<file path="src/cpu_pkg.sv">
package cpu_pkg;

   //////////////////////////////
   // Basic widths
   //////////////////////////////

   // Data word of the core
   typedef logic [15:0] word_t;

   // Register number, four registers
   typedef logic [1:0] reg_idx_t;
   localparam int NUM_REGS = 4;

   // Decoded-operation queue depth unless the top level overrides it
   localparam int QUEUE_DEPTH_DEFAULT = 4;

   //////////////////////////////
   // Instruction encodings
   //////////////////////////////

   // Opcodes kept from the full ISA
   typedef enum logic [3:0] {
      OP_ADI   = 4'd4,
      OP_ORI   = 4'd5,
      OP_LHI   = 4'd6,
      OP_RTYPE = 4'd15
   } opcode_t;

   // R-type function codes
   typedef enum logic [5:0] {
      FN_ADD = 6'd0,
      FN_SUB = 6'd1,
      FN_AND = 6'd2,
      FN_ORR = 6'd3,
      FN_NOT = 6'd4,
      FN_TCP = 6'd5,
      FN_SHL = 6'd6,
      FN_SHR = 6'd7,
      FN_WWD = 6'd28,
      FN_HLT = 6'd29
   } func_t;

   // R-type layout
   typedef struct packed {
      opcode_t  opcode;
      reg_idx_t rs;
      reg_idx_t rt;
      reg_idx_t rd;
      func_t    func;
   } r_fmt_t;

   // I-type layout, low byte is the immediate
   typedef struct packed {
      opcode_t    opcode;
      reg_idx_t   rs;
      reg_idx_t   rt;
      logic [7:0] imm8;
   } i_fmt_t;

   // Same word, read as R or I format by the decoder
   typedef union packed {
      r_fmt_t r;
      i_fmt_t i;
   } inst_u;

   //////////////////////////////
   // Decoded operation
   //////////////////////////////

   typedef enum logic [3:0] {
      ALU_ADD,
      ALU_SUB,
      ALU_AND,
      ALU_OR,
      ALU_NOT,
      ALU_TCP,
      ALU_SHL,
      ALU_SHR,
      ALU_PASS_B
   } alu_op_t;

   // One entry of the decode queue
   typedef struct packed {
      alu_op_t  alu_op;
      reg_idx_t rs;
      reg_idx_t rt;
      reg_idx_t write_reg;
      logic     reg_write;
      logic     use_imm;    // ALU operand B from imm instead of rt
      word_t    imm;        // already extended or shifted
      logic     is_output;  // WWD
      logic     is_halt;    // HLT
   } exec_op_t;

endpackage

</file>
<file path="src/cpu_core.sv">
`timescale 1ns/1ps

module cpu_core #(
   parameter int QUEUE_DEPTH = cpu_pkg::QUEUE_DEPTH_DEFAULT
) (
   input  logic           clk,
   input  logic           reset_n,
   input  logic           i_inst_req,
   input  cpu_pkg::inst_u i_inst,
   output logic           o_inst_ack,
   output logic           o_out_req,
   output cpu_pkg::word_t o_out_data,
   input  logic           i_out_ack,
   output logic           o_halted,
   output cpu_pkg::word_t o_num_inst
);

   // Decoder to queue
   logic              push_valid;
   cpu_pkg::exec_op_t push_op;
   logic              full;

   // Queue to execute unit
   logic              pop_valid;
   cpu_pkg::exec_op_t pop_op;
   logic              pop_ready;

   // Producer
   inst_decoder i_inst_decoder (
      .clk          (clk),
      .reset_n      (reset_n),
      .i_inst_req   (i_inst_req),
      .i_inst       (i_inst),
      .i_full       (full),
      .o_inst_ack   (o_inst_ack),
      .o_push_valid (push_valid),
      .o_push_op    (push_op)
   );

   // Buffer
   decode_queue #(
      .DEPTH (QUEUE_DEPTH)
   ) i_decode_queue (
      .clk          (clk),
      .reset_n      (reset_n),
      .i_push_valid (push_valid),
      .i_push_op    (push_op),
      .i_pop_ready  (pop_ready),
      .o_full       (full),
      .o_pop_valid  (pop_valid),
      .o_pop_op     (pop_op)
   );

   // Consumer, EX and WB
   exec_unit i_exec_unit (
      .clk         (clk),
      .reset_n     (reset_n),
      .i_pop_valid (pop_valid),
      .i_pop_op    (pop_op),
      .o_pop_ready (pop_ready),
      .i_out_ack   (i_out_ack),
      .o_out_req   (o_out_req),
      .o_out_data  (o_out_data),
      .o_halted    (o_halted),
      .o_num_inst  (o_num_inst)
   );

endmodule

</file>
<file path="src/decode_queue.sv">
`timescale 1ns/1ps

module decode_queue #(
   parameter int DEPTH = 4
) (
   input  logic              clk,
   input  logic              reset_n,
   input  logic              i_push_valid,
   input  cpu_pkg::exec_op_t i_push_op,
   input  logic              i_pop_ready,
   output logic              o_full,
   output logic              o_pop_valid,
   output cpu_pkg::exec_op_t o_pop_op
);

   localparam int PTR_W = $clog2(DEPTH);
   localparam int CNT_W = $clog2(DEPTH + 1);

   // Storage
   cpu_pkg::exec_op_t mem [DEPTH];

   logic [PTR_W-1:0] wr_ptr;
   logic [PTR_W-1:0] rd_ptr;
   logic [CNT_W-1:0] count;

   logic push;
   logic pop;

   //////////////////////////////
   // Status from the count
   //////////////////////////////

   assign o_full      = (count == CNT_W'(DEPTH));
   assign o_pop_valid = (count != '0);

   // Head shows without a clock (fall-through)
   assign o_pop_op = mem[rd_ptr];

   assign push = i_push_valid && !o_full;
   assign pop  = i_pop_ready && o_pop_valid;

   //////////////////////////////
   // Pointers and count
   //////////////////////////////

   always_ff @(posedge clk) begin
      if (!reset_n) begin
         wr_ptr <= '0;
         rd_ptr <= '0;
         count  <= '0;
      end else begin
         // Explicit wrap, DEPTH need not be a power of two
         if (push) begin
            wr_ptr <= (wr_ptr == PTR_W'(DEPTH - 1)) ? '0 : wr_ptr + 1'b1;
         end
         if (pop) begin
            rd_ptr <= (rd_ptr == PTR_W'(DEPTH - 1)) ? '0 : rd_ptr + 1'b1;
         end
         // Simultaneous push and pop leaves count alone
         if (push && !pop) begin
            count <= count + 1'b1;
         end else if (pop && !push) begin
            count <= count - 1'b1;
         end
      end
   end

   // Entry write
   always_ff @(posedge clk) begin
      if (push) begin
         mem[wr_ptr] <= i_push_op;
      end
   end

endmodule

</file>
<file path="src/exec_unit.sv">
`timescale 1ns/1ps

module exec_unit (
   input  logic              clk,
   input  logic              reset_n,
   input  logic              i_pop_valid,
   input  cpu_pkg::exec_op_t i_pop_op,
   output logic              o_pop_ready,
   input  logic              i_out_ack,
   output logic              o_out_req,
   output cpu_pkg::word_t    o_out_data,
   output logic              o_halted,
   output cpu_pkg::word_t    o_num_inst
);

   // Output port handshake states
   localparam logic [1:0] OUT_IDLE    = 2'd0;
   localparam logic [1:0] OUT_WAIT_HI = 2'd1;
   localparam logic [1:0] OUT_WAIT_LO = 2'd2;

   // Register file
   cpu_pkg::word_t rf [cpu_pkg::NUM_REGS];

   // EX stage
   logic              ex_valid;
   cpu_pkg::exec_op_t ex_op;

   // WB stage
   logic              wb_valid;
   logic              wb_reg_write;
   logic              wb_halt;
   cpu_pkg::reg_idx_t wb_write_reg;
   cpu_pkg::word_t    wb_result;

   logic [1:0] out_state;

   // Operands and result
   cpu_pkg::word_t opnd_a;
   cpu_pkg::word_t rt_val;
   cpu_pkg::word_t opnd_b;
   cpu_pkg::word_t alu_result;

   logic fwd_rs;
   logic fwd_rt;
   logic wwd_done;
   logic ex_advance;
   logic halt_block;
   logic pop_fire;

   //////////////////////////////
   // EX operands with forwarding
   //////////////////////////////

   // WB result overrides the file read
   assign fwd_rs = wb_valid && wb_reg_write && (wb_write_reg == ex_op.rs);
   assign fwd_rt = wb_valid && wb_reg_write && (wb_write_reg == ex_op.rt);

   assign opnd_a = fwd_rs ? wb_result : rf[ex_op.rs];
   assign rt_val = fwd_rt ? wb_result : rf[ex_op.rt];
   assign opnd_b = ex_op.use_imm ? ex_op.imm : rt_val;

   // ALU
   always_comb begin
      case (ex_op.alu_op)
         cpu_pkg::ALU_ADD:    alu_result = opnd_a + opnd_b;
         cpu_pkg::ALU_SUB:    alu_result = opnd_a - opnd_b;
         cpu_pkg::ALU_AND:    alu_result = opnd_a & opnd_b;
         cpu_pkg::ALU_OR:     alu_result = opnd_a | opnd_b;
         // Single-operand ops use rs
         cpu_pkg::ALU_NOT:    alu_result = ~opnd_a;
         cpu_pkg::ALU_TCP:    alu_result = ~opnd_a + 1'b1;
         // One-bit shifts, logical right
         cpu_pkg::ALU_SHL:    alu_result = opnd_a << 1;
         cpu_pkg::ALU_SHR:    alu_result = opnd_a >> 1;
         cpu_pkg::ALU_PASS_B: alu_result = opnd_b;
         default:             alu_result = '0;
      endcase
   end

   //////////////////////////////
   // Stall and pop control
   //////////////////////////////

   // WWD finishes on the edge that sees ack fall
   assign wwd_done   = (out_state == OUT_WAIT_LO) && !i_out_ack;
   assign ex_advance = !(ex_valid && ex_op.is_output) || wwd_done;

   // Nothing behind an HLT enters the pipe
   assign halt_block = o_halted || (ex_valid && ex_op.is_halt) || (wb_valid && wb_halt);

   assign o_pop_ready = ex_advance && !halt_block;
   assign pop_fire    = i_pop_valid && o_pop_ready;

   // Stage valid bits
   always_ff @(posedge clk) begin
      if (!reset_n) begin
         ex_valid <= 1'b0;
         wb_valid <= 1'b0;
      end else begin
         if (ex_advance) begin
            ex_valid <= pop_fire;
         end
         // Held WWD sends bubbles into WB
         wb_valid <= ex_valid && ex_advance;
      end
   end

   // Stage payload, qualified by the valid bits
   always_ff @(posedge clk) begin
      if (pop_fire) begin
         ex_op <= i_pop_op;
      end
      wb_reg_write <= ex_op.reg_write;
      wb_halt      <= ex_op.is_halt;
      wb_write_reg <= ex_op.write_reg;
      wb_result    <= alu_result;
   end

   // Write-back
   always_ff @(posedge clk) begin
      if (!reset_n) begin
         for (int i = 0; i < cpu_pkg::NUM_REGS; i++) begin
            rf[i] <= '0;
         end
      end else if (wb_valid && wb_reg_write) begin
         rf[wb_write_reg] <= wb_result;
      end
   end

   //////////////////////////////
   // Output port
   //////////////////////////////

   always_ff @(posedge clk) begin
      if (!reset_n) begin
         out_state <= OUT_IDLE;
         o_out_req <= 1'b0;
      end else begin
         case (out_state)
            OUT_IDLE: begin
               // req one cycle after WWD enters EX
               if (ex_valid && ex_op.is_output) begin
                  o_out_req <= 1'b1;
                  out_state <= OUT_WAIT_HI;
               end
            end
            OUT_WAIT_HI: begin
               if (i_out_ack) begin
                  o_out_req <= 1'b0;
                  out_state <= OUT_WAIT_LO;
               end
            end
            OUT_WAIT_LO: begin
               if (!i_out_ack) begin
                  out_state <= OUT_IDLE;
               end
            end
            default: out_state <= OUT_IDLE;
         endcase
      end
   end

   // Data latched with req, steady until the next WWD
   always_ff @(posedge clk) begin
      if (out_state == OUT_IDLE && ex_valid && ex_op.is_output) begin
         o_out_data <= opnd_a;
      end
   end

   //////////////////////////////
   // Halt and retire count
   //////////////////////////////

   always_ff @(posedge clk) begin
      if (!reset_n) begin
         o_halted   <= 1'b0;
         o_num_inst <= '0;
      end else begin
         // Every valid WB op retires, HLT included
         if (wb_valid) begin
            o_num_inst <= o_num_inst + 1'b1;
         end
         // Sticky until reset
         if (wb_valid && wb_halt) begin
            o_halted <= 1'b1;
         end
      end
   end

endmodule

</file>
<file path="src/inst_decoder.sv">
`timescale 1ns/1ps

module inst_decoder (
   input  logic              clk,
   input  logic              reset_n,
   input  logic              i_inst_req,
   input  cpu_pkg::inst_u    i_inst,
   input  logic              i_full,
   output logic              o_inst_ack,
   output logic              o_push_valid,
   output cpu_pkg::exec_op_t o_push_op
);

   // Word decodes to a real operation
   logic known;

   //////////////////////////////
   // Decode
   //////////////////////////////

   always_comb begin
      o_push_op = '0;
      known     = 1'b1;
      // Source fields sit in the same bits in both formats
      o_push_op.rs = i_inst.r.rs;
      o_push_op.rt = i_inst.r.rt;
      case (i_inst.r.opcode)
         cpu_pkg::OP_ADI: begin
            // Sign-extended immediate, result to rt
            o_push_op.alu_op    = cpu_pkg::ALU_ADD;
            o_push_op.write_reg = i_inst.i.rt;
            o_push_op.reg_write = 1'b1;
            o_push_op.use_imm   = 1'b1;
            o_push_op.imm       = {{8{i_inst.i.imm8[7]}}, i_inst.i.imm8};
         end
         cpu_pkg::OP_ORI: begin
            // Zero-extended immediate
            o_push_op.alu_op    = cpu_pkg::ALU_OR;
            o_push_op.write_reg = i_inst.i.rt;
            o_push_op.reg_write = 1'b1;
            o_push_op.use_imm   = 1'b1;
            o_push_op.imm       = {8'h00, i_inst.i.imm8};
         end
         cpu_pkg::OP_LHI: begin
            // Upper byte load, ALU just passes B through
            o_push_op.alu_op    = cpu_pkg::ALU_PASS_B;
            o_push_op.write_reg = i_inst.i.rt;
            o_push_op.reg_write = 1'b1;
            o_push_op.use_imm   = 1'b1;
            o_push_op.imm       = {i_inst.i.imm8, 8'h00};
         end
         cpu_pkg::OP_RTYPE: begin
            // R-type writes rd by default
            o_push_op.write_reg = i_inst.r.rd;
            o_push_op.reg_write = 1'b1;
            case (i_inst.r.func)
               cpu_pkg::FN_ADD: o_push_op.alu_op = cpu_pkg::ALU_ADD;
               cpu_pkg::FN_SUB: o_push_op.alu_op = cpu_pkg::ALU_SUB;
               cpu_pkg::FN_AND: o_push_op.alu_op = cpu_pkg::ALU_AND;
               cpu_pkg::FN_ORR: o_push_op.alu_op = cpu_pkg::ALU_OR;
               cpu_pkg::FN_NOT: o_push_op.alu_op = cpu_pkg::ALU_NOT;
               cpu_pkg::FN_TCP: o_push_op.alu_op = cpu_pkg::ALU_TCP;
               cpu_pkg::FN_SHL: o_push_op.alu_op = cpu_pkg::ALU_SHL;
               cpu_pkg::FN_SHR: o_push_op.alu_op = cpu_pkg::ALU_SHR;
               cpu_pkg::FN_WWD: begin
                  // rs goes to the output port, no write-back
                  o_push_op.reg_write = 1'b0;
                  o_push_op.is_output = 1'b1;
               end
               cpu_pkg::FN_HLT: begin
                  o_push_op.reg_write = 1'b0;
                  o_push_op.is_halt   = 1'b1;
               end
               default: known = 1'b0;
            endcase
         end
         default: known = 1'b0;
      endcase
   end

   //////////////////////////////
   // Four-phase input side
   //////////////////////////////

   // Offer the op only in phase 1, queue drops it when full
   assign o_push_valid = i_inst_req && !o_inst_ack && known;

   always_ff @(posedge clk) begin
      if (!reset_n) begin
         o_inst_ack <= 1'b0;
      end else if (!i_inst_req) begin
         // Phase 4
         o_inst_ack <= 1'b0;
      end else if (!i_full) begin
         // Phase 2, same edge as the push
         // Unknown words get acked too
         o_inst_ack <= 1'b1;
      end
   end

endmodule

</file>
<file path="config.mk">
export PLATFORM = sky130hd
export DESIGN_NAME = cpu_core
export DESIGN_NICKNAME = d
export VERILOG_FILES = /design/src/cpu_pkg.sv /design/src/cpu_core.sv /design/src/decode_queue.sv /design/src/exec_unit.sv /design/src/inst_decoder.sv
export SDC_FILE = /design/constraint.sdc
export NUM_CORES = 1
export LEC_CHECK = 0
export BUFFER_PORTS_ARGS = -buffer_cell sky130_fd_sc_hd__buf_4
export CAP_MARGIN = 0
export CORE_MARGIN = 8
export CORE_UTILIZATION = 60
export DETAILED_ROUTE_END_ITERATION = 10
export HOLD_SLACK_MARGIN = 0.1
export PLACE_DENSITY_LB_ADDON = 0.05
export SLEW_MARGIN = 20
export SYNTH_ARGS = -nofsm -noshare
export SYNTH_HDL_FRONTEND = slang
export SYNTH_HIERARCHICAL = 1
export SYNTH_SLANG_ARGS = --single-unit
</file>
<file path="constraint.sdc">
create_clock -name clk -period 6.2 [get_ports clk]
set_clock_uncertainty 0.1 [all_clocks]
set_input_delay 1.24 -clock clk [delete_from_list [all_inputs] [get_ports clk]]
set_output_delay 1.24 -clock clk [all_outputs]
set_load 0.005 [all_outputs]
</file>
==> run summary <==
outcome -> completed
Slew headroom -> 30.08%
Synth area leader -> edfxtp_1
Fmax achieved -> 0.1882 GHz
gpl congestion -> 0.9831
max reg flops -> 120
fin crit share -> 85.70%
Core Box Area -> 0.02326 mm^2
gr busiest metal -> met2
num rows -> 56
placed insts -> 1388
die height -> 169.2 um
largest net degree at the start of global routing -> 41
Yosys top cell area share -> 49.08%
Reg-to-Reg Start -> i_exec_unit/wb_write_reg[0]$_DFF_P_
DR vias/cell -> 6.224
final WL -> 32400 um
CP top delay family -> compound AO/OA/AOI/OAI gates
Synth top cells by count -> edfxtp_1 (230), nand2_1 (74), and2_1 (67)
post-cts sizing count -> 0
synthesis-stage register bit count -> 286
DP HPWL -> 22260 um
Vias -> 8987
GR Util met3 -> 3.699%
fin. max-slew vios -> 0
initial antenna violation count -> 0
Remaining DRCs -> 0
post-synthesis async set-or-reset flop share -> 0%
Port Buffer Count -> 54
global-route wire length before repair -> 51110 um
Clock Pin Slew Worst Setup and Hold Paths -> 60 ps
Seq/Total Area, Yosys -> 57.04%
crit path max fanout -> 16
worst-margin pin slew -> 1049 ps
Initial Util -> 60.50%
CP required -> 6540 ps
Clock Latency Late Sink -> 570 ps
Area contributors post-synth -> edfxtp_1 (49%), mux4_2 (8.0%), dfxtp_1 (8.0%), and2_1 (3.0%), ha_1 (2.5%)
Area Growth Syn to Fin -> 11.82%
post-layout min period -> 5313 ps
ANT nets after route -> 0
vias in the first global route -> 9043
Synth Instances -> 1047
die area -> 0.02861 mm^2
Clk Tree Root Cell -> clkbuf_16
CP bufs+invs -> 2
final hold viol count -> 0
Setup Crit Path Kind -> register to register
Die W -> 169.2 um
Syn Area/Cell -> 13.44 um^2
PwrDens -> 517.8 mW/mm^2
CP max stage delay -> 730 ps
H-tree depth -> 1
GR Util met1 -> 29.71%
HP Class -> register to register
EDFF count, synth -> 230
MaxCap Viol Count -> 0
unrepaired setup endpoints after global routing -> false
crit path launch type -> register
Iter 0 DRT Violations -> 838
antenna diode count -> 0
Yosys Warn Count -> 6
crit path from -> i_exec_unit/wb_write_reg[0]$_DFF_P_
Syn Nets -> 1097
Max IR drop VDD -> 0.2905 mV
most frequent cell after synthesis -> edfxtp_1
min-delay src -> i_exec_unit/ex_op[21]$_DFFE_PP_
P_leak -> 0.005642 uW
gr usage total -> 22.77%
Synth cell types -> 81
CTS Buffer Depth -> 3
ys flop type -> edfxtp_1
ratio of cells with drive above 1 in the final layout -> 18.22%
io pins -> 55
largest reg by FF count -> i_decode_queue/mem
Layout Nets -> 1151
Cell Chain, Critical Path -> xor2_2 > nor3_2 > buf_4 > mux2i_1 > o21ai_0 > inv_1 > ha_1 > mux2i_1 > fa_1 > a21o_1 > a21oi_1 > nor2b_1 > o21ai_0 > a211oi_1 > a211o_1 > o31ai_1 > xnor2_1 > a221o_1
mapped cell area -> 0.01407 mm^2
WP data arrival -> 5660 ps
Pre-antenna DRT Iters -> 5
Final Setup Violations -> 0
GR met2 Demand/Resource -> 37.84%
CP Capture Type -> register
grt total ovfl -> 0
CTS tree -> done
Hold-fix buffers, CTS -> 0
setup_tns -> 0 ps
critical path's slowest cell -> dfxtp_1
Post-CTS Setup Bufs -> 0
fillcell total -> 1722
Num CTS Buffers -> 30
per-cell routed wire length -> 22.44 um
biggest regs -> i_decode_queue/mem x120, i_exec_unit/rf x64, i_exec_unit/ex_op x30
clock sink count -> 286
post-route non-filler standard cell count -> 1444
==> power by group <==
part           internal, uW  leakage, uW  switching [uW]
clock network          1000     0.000472             727
registers              2450      0.00266             325
logic                  1530      0.00251            2110
==> layer usage <==
layer,share of wire [%],up-vias
met5,0,-
li1,-,4135
met2,49,345
met4,3.7,0
met1,41,4424
met3,6.5,83
==> cells by family (layout without fill, tap and decap cells) <==
family | count (synthesis) | count (layout) | share of synthesized area [%]
flip-flops | 286 | 286 | 57.04
adder cells (fa/ha/maj) | 30 | 30 | 2.774
XOR/XNOR | 60 | 60 | 3.894
AO/OA/AOI/OAI | 182 | 182 | 8.917
multiplexers | 90 | 90 | 12.30
buffers and inverters | 85 | 163 | 2.863
AND/OR/NAND/NOR | 314 | 314 | 12.22
==> final timing paths <==
check,to,slack (ps),cells past startpoint
max,i_exec_unit/wb_result[14]$_DFF_P_,890,18
min,i_exec_unit/wb_write_reg[1]$_DFF_P_,250,0
max reg2reg,i_exec_unit/wb_result[14]$_DFF_P_,890,18
min reg2reg,i_exec_unit/wb_write_reg[1]$_DFF_P_,250,0
==> final cells by class <==
cell class,count,area [um^2],area share (%)
Sequential cell,286,8031,51.03
Multi-Input combinational cell,676,5655,35.94
Timing Repair Buffer,76,570.5,3.625
Tap cell,319,399.1,2.536
Clock inverter,15,152.6,0.9699
Inverter,31,116.4,0.7394
Clock buffer,41,812.0,5.160
==> placed cells by master, fill, tap and decap left out, types with 10 or more instances in the layout <==
cell       Yosys  layout
clkbuf_16      0      30
ha_1          28      28
nand2_1       74      74
a21oi_1       33      33
dfxtp_1       56      55
nor3_1        26      25
buf_4         11      76
nor4_1        15      15
mux4_2        50      50
edfxtp_1     230     230
nor2b_1       10      10
xor2_1        20      20
and2_1        67      67
mux4_1        12      12
nand3_1       12      12
inv_1         29      28
o21ai_0       38      36
a21o_1        14      14
nor2_1        52      52
xnor2_1       37      37
mux2i_1       21      21
==> through the flow <==
step	hold slack, ps	total power, uW	cell area (um^2)	setup WS [ps]	util (%)
6_report	249.5	8148	15740	886.8	67.65
5_1_grt	275.5	8621	15740	462.7	67.65
4_1_cts	257.6	8143	15740	945.2	67.64
3_5_place_dp	229.4	6407	14770	972.6	63.50
3_3_place_gp	228.4	6367	14770	1120	63.50
2_1_floorplan	223.3	5470	14070	1698	-
(Power assumes the default switching activity.)
